`src/mcfifo_pkg.sv`:
```
`default_nettype none

package mcfifo_pkg;

    localparam int NUM_CHANNELS      = 4;     // Channels 1 to 4
    localparam int WORD_BITS         = 32;
    localparam int BE_BITS           = 4;
    localparam int CHANNEL_BITS      = 8;     // Tag byte of a pattern word
    localparam int SEQ_BITS          = WORD_BITS - CHANNEL_BITS;
    localparam int PACKET_WORDS      = 16;    // Longest burst
    localparam int BUF_WORDS         = 2 * PACKET_WORDS;
    localparam int BUF_ADDR_BITS     = $clog2(BUF_WORDS);
    localparam int BUF_COUNT_BITS    = $clog2(BUF_WORDS + 1);
    localparam int BURST_BITS        = $clog2(PACKET_WORDS);
    localparam int RESET_WAIT_CYCLES = 20;
    localparam int RESET_WAIT_BITS   = $clog2(RESET_WAIT_CYCLES);

    // Command codes carried on be during the command word
    localparam logic [BE_BITS-1:0] CMD_HOST_READ  = 4'h0;
    localparam logic [BE_BITS-1:0] CMD_HOST_WRITE = 4'h1;

    // Idle drives only the status byte, bits 15..8
    localparam logic [WORD_BITS-1:0] STATUS_OE_N = 32'hFFFF_00FF;

    localparam int STATE_BITS = 4;
    localparam logic [STATE_BITS-1:0] ST_RESET      = 4'd0;
    localparam logic [STATE_BITS-1:0] ST_IDLE       = 4'd1;
    localparam logic [STATE_BITS-1:0] ST_READ_BTA1  = 4'd2;
    localparam logic [STATE_BITS-1:0] ST_READ_BTA2  = 4'd3;
    localparam logic [STATE_BITS-1:0] ST_READ_DATA  = 4'd4;
    localparam logic [STATE_BITS-1:0] ST_READ_BTA3  = 4'd5;
    localparam logic [STATE_BITS-1:0] ST_WRITE_BTA1 = 4'd6;
    localparam logic [STATE_BITS-1:0] ST_WRITE_DATA = 4'd7;
    localparam logic [STATE_BITS-1:0] ST_WRITE_BTA2 = 4'd8;

    // One bus word, read as a command or written as the idle status
    typedef union packed {
        struct packed {
            logic [WORD_BITS-CHANNEL_BITS-1:0] upper;
            logic [CHANNEL_BITS-1:0]           channel;
        } cmd;
        struct packed {
            logic [WORD_BITS-17:0]    zero_hi;
            logic [NUM_CHANNELS-1:0]  rx_space_n;   // Channel 1 in bit 12
            logic [NUM_CHANNELS-1:0]  tx_req_n;     // Channel 1 in bit 8
            logic [7:0]               zero_lo;
        } status;
    } bus_word_u;

endpackage

`default_nettype wire

```
`src/mcfifo_data_sink.sv`:
```
`default_nettype none

module mcfifo_data_sink import mcfifo_pkg::*; (
    input  logic                    clk,
    input  logic                    reset,
    input  logic [CHANNEL_BITS-1:0] channel_id,
    input  logic                    empty,
    input  logic [WORD_BITS-1:0]    head,
    input  logic [BE_BITS-1:0]      head_be,
    output logic                    pop,
    output logic                    error
);

    logic [SEQ_BITS-1:0]  expected_seq;
    logic [WORD_BITS-1:0] expected_word;
    logic                 mismatch;

    assign pop           = !empty;                    // Drain one word per cycle
    assign expected_word = {channel_id, expected_seq};
    assign mismatch      = (head != expected_word) || (head_be != '1);

    always_ff @(posedge clk) begin
        if (reset) begin
            expected_seq <= '0;
            error        <= 1'b0;
        end else if (pop) begin
            expected_seq <= expected_seq + 1'b1;     // Advances even past a bad word
            if (mismatch) begin
                error <= 1'b1;                       // Sticky until reset
            end
        end
    end

endmodule

`default_nettype wire

```
`config.mk`:
```
export PLATFORM = sky130hd
export DESIGN_NAME = mcfifo_data_sink
export DESIGN_NICKNAME = d
export VERILOG_FILES = /design/src/mcfifo_pkg.sv /design/src/mcfifo_data_sink.sv
export SDC_FILE = /design/constraint.sdc
export NUM_CORES = 1
export LEC_CHECK = 0
export ABC_AREA = 1
export BUFFER_PORTS_ARGS = -buffer_cell sky130_fd_sc_hd__buf_4
export CORE_ASPECT_RATIO = 0.75
export CORE_UTILIZATION = 56
export CTS_CLUSTER_DIAMETER = 200
export DETAILED_ROUTE_END_ITERATION = 10
export PLACE_DENSITY = 0.81
export SYNTH_ARGS = -nofsm -noshare
export SYNTH_HDL_FRONTEND = slang
export SYNTH_SLANG_ARGS = --single-unit
```
`constraint.sdc`:
```
create_clock -name clk -period 3.45 [get_ports clk]
set_input_delay 0 -clock clk [delete_from_list [all_inputs] [get_ports clk]]
set_output_delay 0 -clock clk [all_outputs]
set_load 0.005 [all_outputs]
```
# Word level (Yosys, flattened, before mapping)

Index checks and enable logic that the tools add are counted.

Bits in registers: 25
Output and inout port bits: 2
Word-level logic and storage cells: 9

Add/sub/neg operators: 1
Equality and inequality tests: 2
Bitwise operators: 1
Reductions and logical operators: 3

Operator list:

| cell                  | count |
|---|---|
| $ne 32x32->1          | 1 |
| $add 24x1->24 const B | 1 |
| $ne 4x4->1 const B    | 1 |
| $reduce_and 2->1      | 1 |
| $logic_not 1->1       | 1 |
| $logic_or 1x1->1      | 1 |
| $not 1->1             | 1 |

# Longest topological paths before layout

Gate-level depths: netlist of the first run.

Word-level depth: 3
Gate-level depth with buffers: 10
Gate-level depth less buffers: 10

# Least setup slack after synthesis of the first run

No wires, ideal clock.

Path kind: register to register
From: reg expected_seq[1]
To: reg expected_seq[20]
Setup time: 115 ps
Arrival time: 1,321 ps
Required time: 3,335 ps
Slack: 2,014 ps
Cell stages (with the launch flop): 9
Path buffers: 0
Clock period less this slack: 1,436 ps
Cells stage by stage: dfxtp_1 > ha_1 > nand3_1 > nor3_2 > nand3_1 > nor2_2 > nand3_1 > o21ai_1 > nor2_1

Longest elaborated chain between the ends: 1

RTL lines:

| what                   | line                   | RTL |
|---|---|---|
| start, declared        | mcfifo_data_sink.sv:14 | `logic [SEQ_BITS-1:0] expected_seq;` |
| start signal, assigned | mcfifo_data_sink.sv:27 | `expected_seq <= expected_seq + 1'b1;` |
| $add 24x1->24          | mcfifo_data_sink.sv:27 |  |

No other way between the ends.
A chain may end at the register's enable or synchronous reset.

# Final worst setup path of the first run

Same ends and word-level chain as after synthesis.

==> results of run 1 <==
==> logic make-up (layout without fill, tap and decap cells) <==
| kind of cell | Yosys count | count (layout) | synth area share |
|---|---|---|---|
| flip-flops | 25 | 25 | 0.292 |
| adder cells (fa/ha/maj) | 1 | 1 | 0.00729 |
| buffers and inverters | 46 | 96 | 0.102 |
| AO/OA/AOI/OAI | 29 | 29 | 0.0890 |
| XOR/XNOR | 24 | 24 | 0.123 |
| AND/OR/NAND/NOR | 149 | 149 | 0.387 |
==> worst min-delay path, cell delays in order <==
cell	delay [ns]
buf_4	0.08
xnor2_1	0.05
nand4_1	0.10
nor2_1	0.05
nand3_1	0.07
nand2_1	0.05
a21oi_1	0.12
==> power by group <==
part	total (mW)	leakage, nW	switching (mW)	internal, mW
combinational	0.0974	0.756	0.0406	0.0567
clock	0.173	0.0228	0.0906	0.0827
sequential	0.294	0.202	0.00304	0.291
==> flip-flops by register name, summed over array words and instances, names as in the netlist <==
name / flops
expected_seq: 24
error: 1
==> cells in the final DEF (no fill, tap or decap), types with 4 or more instances in the layout <==
| cell | count |
|---|---|
| o21ai_0 | 9 |
| inv_1 | 42 |
| nand2_1 | 67 |
| dfxtp_1 | 25 |
| nand3_1 | 13 |
| nor3_1 | 10 |
| nor2_1 | 43 |
| xnor2_1 | 12 |
| buf_4 | 48 |
| xor2_1 | 12 |
| a21oi_1 | 16 |
| nand4_1 | 4 |
==> routing by layer <==
metal  vias up  track usage  part of all wire  wire (um)
met3         4       0.0671              0.12        498
li1        952            -                 -          -
met5         -            0                 0          0
met4         0       0.0616            0.0066         27
met1       777        0.386              0.47       1940
met2        92        0.405              0.40       1650
==> layout make-up <==
class,count,share of cell area
Sequential cell,25,0.231
Clock buffer,4,0.0208
Multi-Input combinational cell,203,0.480
Timing Repair Buffer,50,0.175
Inverter,42,0.0727
Tap cell,36,0.0208
==> per-stage QoR <==
| stage | setup WS [ns] | utilization |
|---|---|---|
| final | 1.77 | 0.785 |
| after global routing | 1.65 | 0.785 |
| after CTS | 1.80 | 0.785 |
| after detailed placement | 1.82 | 0.761 |
| after global placement | 1.87 | 0.761 |
| after floorplan | 2.01 | - |
==> worst max path at each step <==
stage	startpoint	to	depth (start not counted)
floorplan	expected_seq[1]	expected_seq[20]	8
global placement	expected_seq[1]	expected_seq[20]	8
detailed placement	expected_seq[1]	expected_seq[20]	8
CTS	expected_seq[1]	expected_seq[20]	8
global route	expected_seq[1]	expected_seq[20]	8
finish	expected_seq[1]	expected_seq[20]	8
==> implementation parameters, run 1 <==
Parameter                              Value

Detailed routing
  Remaining antenna violation count after routing    0
  Total number of vias    1825
  Detailed-router iteration count before antenna repair    4
  Total detailed-routing wirelength    4.12 mm
  Drt via density    5.07
  DRC    0
  Average wire per standard cell    11.5 um
  Starting DRC count in detailed routing    73

CTS
  TritonCTS Sinks    25
  Buffers inserted by post-CTS timing repair    0
  Maximum level of the CTS H-tree    1
  Worst-case clock buffer depth    2
  Hold-fix buffer count after cts    2
  Number of cells upsized or downsized after cts    0
  Number of clock buffers inserted by TritonCTS    3
  Cell at the root of the clock tree    clkbuf_8
  Post-CTS clock slew at the launch and capture registers of the worst setup and hold paths    0.08 ns
  Latest clock arrival within the worst-skew pair    0.27 ns
  TritonCTS clock tree    built

STA
  Final period util    0.486
  Final setup TNS    0 ns
  Remaining max-slew budget at the tightest pin    0.619
  Maximum clock frequency    596 MHz
  Actual slew at the worst max-slew pin    0.567 ns
  Final Hold Viols    0
  Setup-failing EPs final    0
  Max-slew violations    0
  RSZ-0062 raised after global routing    false
  Clock period minus final worst setup slack    1.68 ns
  WHS    0.297 ns
  Setup Skew    0.00479 ns

Synthesis
  Number of distinct library cells after synthesis    25
  Count of yosys warnings during synthesis    0
  Post-synthesis area per instance    6.26 um^2
  Main area contributors after synthesis    dfxtp_1 29%, nand2_1 15%, nor2_1 9.4%, inv_1 9.2%, xnor2_1 6.1%
  Commonest register cell after synthesis    dfxtp_1
  Instance count of the mapped netlist    274
  EDFF count, synth    0
  Number of flip-flops and latches in the synthesized netlist    25
  Syn Std Cell Area    1720 um^2
  Portion of synthesized cell area occupied by the leading cell type    0.292
  Most common cell in the netlist    nand2_1
  Syn nets    322
  Asr flop ratio synth    0
  Top cells by count, synth    67 x nand2_1, 43 x nor2_1, 42 x inv_1, 25 x dfxtp_1, 16 x a21oi_1
  Post-synthesis sequential area ratio    0.292
  Cell type with the highest aggregate area in the netlist    dfxtp_1

Layout
  Multi-input gate area in the final layout    1040 um^2
  Area taken by flip-flops and latches    500 um^2
  Final cell count without fillers    360
  ANT cells    0
  Final Instance Area    2170 um^2
  P&R area growth vs syn    26.4%
  Layout filler cell count    220
  Final nets    373
  Share of layout cells above drive strength 1    0.191

Worst setup path
  RR Startpoint    expected_seq[1]
  Cell repeated most along the worst path    nand3_1
  Buffers plus inverters on the worst setup path    0
  Required time reported for the critical path endpoint    3.62 ns
  CP endpoint kind    flip-flop
  Crit-path cells    ha_1 > nand3_1 > nor3_2 > nand3_1 > nor2_2 > nand3_1 > o21ai_1 > nor2_1
  R2R cell count    8
  Kind of critical path    flip-flop to flip-flop
  Crit Reg-Reg Endpoint    expected_seq[20]
  Crit-path leading delay family    simple AND/OR/NAND/NOR gates
  Worst reg-to-reg setup slack    1.77 ns
  Slowest Stage Delay on Critical Path    0.39 ns
  Max FO, Critical Path    5
  Arr. time, crit path    1.85 ns
  Category of the worst setup path launch point    flip-flop
  Critical Path Slowest Stage Cell    dfxtp_1

Hold path
  Hold path cells    7
  Launch point of the worst hold path    head[13]
  Type of the most critical hold path    primary input to flip-flop
  Hold Crit Endpoint    error

Floorplan
  IO Count    49
  Height of the die    49.9 um
  Die width    65.9 um
  Core outline area    2760 um^2
  Starting density of the core    0.621
  Count of standard-cell rows    16
  Total Die Area    3290 um^2

Place
  Post-DP Area    2100 um^2
  HPWL reported at the end of detailed placement    3.27 mm
  Number of placed instances, taps included    354
  Count of input and output buffers    48
  Final RePlAce weighted congestion    0.911

Global routing
  Overall track demand over capacity in global routing    0.271
  Grt total ovfl    0
  Antenna violations before repair    0
  Pin count of the biggest net entering global routing    16
  Vias in the first global route    1588
  First-pass GRT wire length    6.79 mm

Outcome
  Outcome    completed

Job
  Reported max-cap violation count    0

Power and ir drop
  Post-route total power    0.565 mW
  Leakage power    0.981 nW
  Maximum vdd drop    0.318 mV
  Power density over cell area    261 nW/um^2
Note: power is estimated with default switching activity, not from simulation.
==> inputs of run 2 (changes only) <==
--- a/config.mk
+++ b/config.mk
@@ -5,13 +5,13 @@
 export SDC_FILE = /design/constraint.sdc
 export NUM_CORES = 1
 export LEC_CHECK = 0
-export ABC_AREA = 1
+export ABC_AREA = 0
 export BUFFER_PORTS_ARGS = -buffer_cell sky130_fd_sc_hd__buf_4
 export CORE_ASPECT_RATIO = 0.75
-export CORE_UTILIZATION = 56
+export CORE_UTILIZATION = 45
 export CTS_CLUSTER_DIAMETER = 200
 export DETAILED_ROUTE_END_ITERATION = 10
-export PLACE_DENSITY = 0.81
+export PLACE_DENSITY = 0.71
 export SYNTH_ARGS = -nofsm -noshare
 export SYNTH_HDL_FRONTEND = slang
 export SYNTH_SLANG_ARGS = --single-unit
==> constraint.sdc (replaced) <==
create_clock -name clk -period 1.5 [get_ports clk]
set_input_delay 0 -clock clk [delete_from_list [all_inputs] [get_ports clk]]
set_output_delay 0 -clock clk [all_outputs]
set_load 0.005 [all_outputs]
==> run 2 against run 1 <==
  * Routed wire length shrank 9.6%
  * Utilization decreased by 9.0 points
  * Worst setup slack got worse by 1.8 ns
  * Hold slack lost 0.22 ns
  * Critical path depth decreased by 1
  * Synthesized cell count shrank 40%
  * Final area down 2.5%
  * Largest power group unchanged
==> implementation parameters, run 2 <==
Parameter                              Value

STA
  Maximum clock frequency    673 MHz (+13%)
  Clock period minus final worst setup slack    1.49 ns (-0.191 ns)
  Final Hold Viols    0 (unchanged)
  Setup Skew    0.00103 ns (-0.00376 ns)
  Actual slew at the worst max-slew pin    0.277 ns (-0.290 ns)
  Max-slew violations    0 (unchanged)
  Final setup TNS    0 ns (unchanged)
  WHS    0.0797 ns (-0.217 ns)
  Final period util    0.991 (+0.505)
  RSZ-0062 raised after global routing    true
  Final Worst Setup Slack    0.0138 ns (-1.76 ns)
  Remaining max-slew budget at the tightest pin    0.814 (+0.195)
  Setup-failing EPs final    0 (unchanged)

Power and ir drop
  Sw frac    0.236 (-0.00144)
  Maximum vdd drop    0.466 mV (+47%)
  Leakage power    0.982 nW (about the same)
  Internal power    0.998 mW (+130%)
  Net switching power of the design    0.309 mW (+130%)
  Clock network fraction of design power    0.311 (+0.004)
  Combinational power share    0.168 (-0.004)
  Part of the total power dissipated in sequential elements    0.521 (about the same)
  Power density over cell area    618 nW/um^2 (+140%)

Synthesis
  Count of yosys warnings during synthesis    0 (unchanged)
  Cell type with the highest aggregate area in the netlist    dfxtp_1
  Portion of synthesized cell area occupied by the leading cell type    0.335 (+0.0435)
  EDFF count, synth    0 (unchanged)
  Commonest register cell after synthesis    dfxtp_1
  Syn Std Cell Area    1490 um^2 (-13%)
  Adder-cell share of the synthesized area    0.00838 (+0.00109)
  Number of distinct library cells after synthesis    28 (+12%)
  Most common cell in the netlist    xor2_1
  Main area contributors after synthesis    dfxtp_1 34%, xor2_1 21%, xnor2_1 11%, nor2_1 5.5%, nand4_1 5.0%
  Instance count of the mapped netlist    165 (-40%)
  Xor-xnor portion of the synthesized cell area    0.311 (+0.188)
  Largest family of logic cells by synthesized area    XOR/XNOR gates
  Post-synthesis sequential area ratio    0.335 (+0.0435)
  Top cells by count, synth    35 x xor2_1, 25 x dfxtp_1, 22 x nor2_1, 18 x xnor2_1, 12 x nand4_1
  Proportion of synthesized area in mux cells    0.00671 (+0.00671)
  Area fraction in and, or, nand and nor cells after synthesis    0.293 (-0.0939)
  Asr flop ratio synth    0 (unchanged)
  Compound-cell area share of the yosys netlist    0.0193 (-0.0697)
  Post-synthesis area per instance    9.05 um^2 (+45%)
  Number of flip-flops and latches in the synthesized netlist    25 (unchanged)
  Syn nets    213 (-34%)

Job
  Reported max-cap violation count    0 (unchanged)

Floorplan
  Starting density of the core    0.491 (-0.130)
  Height of the die    51.9 um (+3.9%)
  Core outline area    3040 um^2 (+10%)
  Count of standard-cell rows    17 (+1)
  IO Count    49 (unchanged)
  Die width    68.5 um (+3.9%)
  Total Die Area    3550 um^2 (+8.0%)

Worst setup path
  Max FO, Critical Path    4 (-1)
  Required time reported for the critical path endpoint    1.66 ns (-1.96 ns)
  CP endpoint kind    flip-flop
  Category of the worst setup path launch point    flip-flop
  Kind of critical path    flip-flop to flip-flop
  Arr. time, crit path    1.65 ns (-0.20 ns)

Global routing
  GR met3 Demand/Resource    0.0482 (-0.0189)
  Antenna violations before repair    0 (unchanged)
  GRT met1 Usage    0.275 (-0.111)
  Vias in the first global route    1390 (-12%)
  Overall track demand over capacity in global routing    0.234 (-0.0366)
  Pin count of the biggest net entering global routing    26 (+10)
  First-pass GRT wire length    6.01 mm (-11%)
  Met2 GRT Util    0.428 (+0.0233)
  Most utilized layer in the global route result    met2
  Grt total ovfl    0 (unchanged)

Place
  Number of placed instances, taps included    260 (-27%)
  HPWL reported at the end of detailed placement    3.03 mm (-7.3%)
  Final RePlAce weighted congestion    0.862 (-5.4%)
  Worst slack at placement    -0.151 ns (-1.97 ns)
  Count of input and output buffers    48 (unchanged)

Detailed routing
  Total number of vias    1354 (-26%)
  Total detailed-routing wirelength    3.73 mm (-9.6%)
  Remaining antenna violation count after routing    0 (unchanged)
  Starting DRC count in detailed routing    50 (-32%)
  Detailed-router iteration count before antenna repair    4 (unchanged)
  DRC    0 (unchanged)
  Drt via density    5.07 (about the same)
  Average wire per standard cell    14.0 um (+22%)

Layout
  P&R area growth vs syn    41.6%
  Share of layout cells above drive strength 1    0.384 (+0.193)
  Largest register FFs    24 (unchanged)
  Largest registers    expected_seq (24), error (1)
  Final nets    278 (-25%)
  Most common cell after layout, fill and taps aside    buf_4
  Most flops, register    expected_seq
  Final cell count without fillers    267 (-26%)
  Layout filler cell count    258 (+17%)
  Commonest cells after routing, fill and taps aside    65 x buf_4, 35 x xor2_1, 22 x nor2_1
  ANT cells    0 (unchanged)

CTS
  Post-CTS clock slew at the launch and capture registers of the worst setup and hold paths    0.09 ns (about the same)
  Number of clock buffers inserted by TritonCTS    3 (unchanged)
  Maximum level of the CTS H-tree    1 (unchanged)
  Worst-case clock buffer depth    2 (unchanged)
  Cell at the root of the clock tree    clkbuf_8
  TritonCTS Sinks    25 (unchanged)
  TritonCTS clock tree    built
  Latest clock arrival within the worst-skew pair    0.27 ns (about the same)

Hold path
  Type of the most critical hold path    primary input to flip-flop

Outcome
  Outcome    completed
## run 2: final cells by class
class                           count  area, um^2  share of cell area
Multi-Input combinational cell    131         993               0.470
Clock buffer                        4        45.0              0.0213
Inverter                            2        7.51             0.00355
Tap cell                           38        47.5              0.0225
Sequential cell                    25         510               0.242
Timing Repair Buffer               67         509               0.241
## run 2: per-layer routing
| metal | wire, um | vias up |
|---|---|---|
| met5 | 0 | - |
| met1 | 1680 | 627 |
| met2 | 1830 | 34 |
| met4 | 47 | 0 |
| met3 | 170 | 6 |
| li1 | - | 687 |
## run 2: what timing repair did
item,in CTS,in global routing
endpoints found under the setup margin,4,14
setup buffers,2,0
hold buffers,1,0
gates resized for setup,3,12
pin swaps,1,6
endpoints found under the hold margin,1,0
## run 2: critical path, stage by stage (launching register included)
cell and delay (ns):
dfxtp_4 0.38, ha_4 0.13, and3b_2 0.19, nor3b_4 0.21
buf_6 0.14, nand4_1 0.11, xor2_1 0.17, nor2_1 0.05
## run 2: kinds of logic (layout without fill, tap and decap cells)
logic type / Yosys count / after routing
and+or+nand+nor: 71 / 71
xor gates and xnor gates: 53 / 53
DFF: 25 / 25
buffers and inverters: 9 / 73
AOI/OAI and AO/OA: 5 / 5
adders and majority gates: 1 / 1
muxes: 1 / 1
## run 2: power by group through the flow
stage	clock network, mW	logic, mW	registers (mW)
6_report	0.406	0.219	0.681
5_1_grt	0.446	0.236	0.683
4_1_cts	0.406	0.218	0.678
3_5_place_dp	0	0.213	0.694
3_3_place_gp	0	0.207	0.693
2_1_floorplan	0	0.0764	0.698
## run 2: through the flow
| step | power, mW | area (um^2) | util |
|---|---|---|---|
| 2_1_floorplan | 0.774 | 1490 | - |
| 3_3_place_gp | 0.900 | 1990 | 0.654 |
| 3_5_place_dp | 0.907 | 1990 | 0.654 |
| 4_1_cts | 1.30 | 2080 | 0.683 |
| 5_1_grt | 1.37 | 2110 | 0.695 |
| 6_report | 1.31 | 2110 | 0.695 |
## run 2: worst paths after layout
path	startpoint	to	slack (ns)	depth (start not counted)
max	expected_seq[0]	expected_seq[12]	0.01	7
min	reset	expected_seq[16]	0.08	2
max reg2reg	expected_seq[0]	expected_seq[12]	0.01	7
min reg2reg	error	error	0.50	2
==> inputs of run 3 (changes only) <==
--- a/config.mk
+++ b/config.mk
@@ -7,11 +7,14 @@
 export LEC_CHECK = 0
 export ABC_AREA = 0
 export BUFFER_PORTS_ARGS = -buffer_cell sky130_fd_sc_hd__buf_4
+export CAP_MARGIN = 20
+export CELL_PAD_IN_SITES_DETAIL_PLACEMENT = 0
+export CELL_PAD_IN_SITES_GLOBAL_PLACEMENT = 1
 export CORE_ASPECT_RATIO = 0.75
-export CORE_UTILIZATION = 45
+export CORE_UTILIZATION = 37
 export CTS_CLUSTER_DIAMETER = 200
 export DETAILED_ROUTE_END_ITERATION = 10
-export PLACE_DENSITY = 0.71
+export PLACE_DENSITY = 0.75
 export SYNTH_ARGS = -nofsm -noshare
 export SYNTH_HDL_FRONTEND = slang
 export SYNTH_SLANG_ARGS = --single-unit
==> constraint.sdc (replaced) <==
create_clock -name clk -period 1.45 [get_ports clk]
set_input_delay 0 -clock clk [delete_from_list [all_inputs] [get_ports clk]]
set_output_delay 0 -clock clk [all_outputs]
set_load 0.005 [all_outputs]
==> run 3 against run 2 <==
  * The flow now finishes with violations (setup timing)
  * Critical endpoint is now error
  * Routed wire length down 2.0%
  * Largest cell class unchanged
  * Critical path type unchanged
  * Via count down 0.89%
  * First-iteration DRC count up 42%
  * Clock power up 3%
  * Final cell count up 7.1%
  * Clock-buffer cell count unchanged
  * Final area up 4.3%
  * Register-to-register slack worse by 0.06 ns
  * Highest routed layer unchanged
==> implementation parameters, run 3 (same netlist as run 2, synthesis figures left out) <==
Parameter                              Value

Worst setup path
  Kind of critical path    flip-flop to flip-flop
  Arr. time, crit path    1.64 ns (about the same)
  CP endpoint kind    flip-flop
  Max FO, Critical Path    2 (-2)
  Category of the worst setup path launch point    flip-flop
  Required time reported for the critical path endpoint    1.60 ns (-0.06 ns)

STA
  Maximum clock frequency    669 MHz (-0.53%)
  Final Hold Viols    0 (unchanged)
  Remaining max-slew budget at the tightest pin    0.810 (-0.00451)
  Final Worst Setup Slack    -0.0441 ns (-0.0579 ns)
  Final period util    1.03 (+0.0396)
  Setup Skew    0.00160 ns (+0.000568 ns)
  Max-slew violations    0 (unchanged)
  Clock period minus final worst setup slack    1.49 ns (+0.00790 ns)
  Setup-failing EPs final    1 (+1)
  WHS    0.0747 ns (-0.00504 ns)
  RSZ-0062 raised after global routing    true
  Actual slew at the worst max-slew pin    0.285 ns (+0.00810 ns)

CTS
  Cell at the root of the clock tree    clkbuf_8
  TritonCTS clock tree    built
  TritonCTS Sinks    25 (unchanged)
  Post-CTS clock slew at the launch and capture registers of the worst setup and hold paths    0.09 ns (about the same)
  Number of clock buffers inserted by TritonCTS    3 (unchanged)
  Worst-case clock buffer depth    2 (unchanged)
  Latest clock arrival within the worst-skew pair    0.27 ns (about the same)
  Maximum level of the CTS H-tree    1 (unchanged)

Power and ir drop
  Power density over cell area    613 nW/um^2 (-0.80%)
  Post-route total power    1.35 mW (+3.4%)
  Maximum vdd drop    0.493 mV (+5.7%)
  Leakage power    1.02 nW (+3.4%)

Global routing
  Grt total ovfl    0 (unchanged)
  Pin count of the biggest net entering global routing    26 (unchanged)
  Overall track demand over capacity in global routing    0.191 (-0.0427)
  Antenna violations before repair    0 (unchanged)
  First-pass GRT wire length    6.24 mm (+3.8%)
  Vias in the first global route    1403 (+0.94%)

Layout
  Most common cell after layout, fill and taps aside    buf_4
  Most flops, register    expected_seq
  Layout filler cell count    359 (+39%)
  Largest register FFs    24 (unchanged)
  ANT cells    0 (unchanged)
  Commonest cells after routing, fill and taps aside    66 x buf_4, 35 x xor2_1, 22 x nor2_1
  Final nets    283 (+1.8%)
  Share of layout cells above drive strength 1    0.427 (+0.0431)
  Largest registers    expected_seq (24), error (1)
  P&R area growth vs syn    47.6%

Floorplan
  Height of the die    57.0 um (+9.9%)
  Starting density of the core    0.397 (-0.0933)
  Core outline area    3760 um^2 (+23%)
  Die width    75.3 um (+10%)
  Count of standard-cell rows    19 (+2)
  IO Count    49 (unchanged)
  Total Die Area    4290 um^2 (+21%)

Job
  Reported max-cap violation count    0 (unchanged)

Outcome
  Outcome    finished with violations
  Violated checks    setup timing

Place
  Final RePlAce weighted congestion    0.764 (-11%)
  HPWL reported at the end of detailed placement    2.87 mm (-5.6%)
  Count of input and output buffers    48 (unchanged)

Detailed routing
  Total number of vias    1342 (-0.89%)
  DRC    0 (unchanged)
  Remaining antenna violation count after routing    0 (unchanged)
  Detailed-router iteration count before antenna repair    4 (unchanged)
  Starting DRC count in detailed routing    71 (+42%)
  Drt via density    4.69 (-7.5%)
  Total detailed-routing wirelength    3.65 mm (-2.0%)
  Average wire per standard cell    12.8 um (-8.5%)

Hold path
  Type of the most critical hold path    primary input to flip-flop
[run 3: report_power, final]
group          internal [mW]  switching, mW  leakage [nW]
clock                  0.197          0.222        0.0228
sequential             0.693        0.00983         0.207
combinational          0.144         0.0856         0.786
[run 3: final cells by class]
| type | count | area [um^2] | share of cell area |
|---|---|---|---|
| inverters | 2 | 7.51 | 0.00341 |
| flip-flops and latches | 25 | 517 | 0.235 |
| clock buffers | 4 | 45.0 | 0.0204 |
| repair buffers | 72 | 562 | 0.255 |
| well taps | 52 | 65.1 | 0.0295 |
| multi-input cells | 131 | 1010 | 0.457 |
[run 3: worst max-delay path, stage by stage, from the launching register on]
cell	delay, ns
dfxtp_2	0.34
xor2_1	0.13
nor4_1	0.29
buf_4	0.16
nand4_1	0.13
nor4_2	0.22
a221oi_1	0.12
[run 3: timing repair]
action	in CTS	in global routing
setup endpoints to repair	11	16
gates resized for setup	11	15
hold buffers	1	0
endpoints found under the hold margin	1	0
pin swaps	10	8
setup buffers	3	0
[run 3: worst paths after layout]
path / cells after the start / start / slack, ns / to
setup / recovery: 6 / expected_seq[21] / -0.04 / error
hold / removal: 2 / reset / 0.07 / expected_seq[18]
setup reg to reg: 6 / expected_seq[21] / -0.04 / error
hold reg to reg: 2 / error / 0.50 / error
[run 3: routing by layer]
| layer | global-route usage | wire, um |
|---|---|---|
| met5 | 0 | 0 |
| met4 | 0.0238 | 16 |
| met3 | 0.0406 | 141 |
| met2 | 0.311 | 1740 |
| met1 | 0.268 | 1760 |
[run 3: metrics by stage]
stage          utilization  setup slack [ns]  std cells  TNS (ns)  cell area, um^2
2_1_floorplan            -            0.0162        165         0             1500
3_3_place_gp         0.545            -0.152        279    -0.247             2050
3_5_place_dp         0.545            -0.111        279    -0.624             2050
4_1_cts              0.577           -0.0593        287   -0.0593             2170
5_1_grt              0.587            -0.134        286    -0.573             2200
6_report             0.587           -0.0441        286   -0.0441             2200
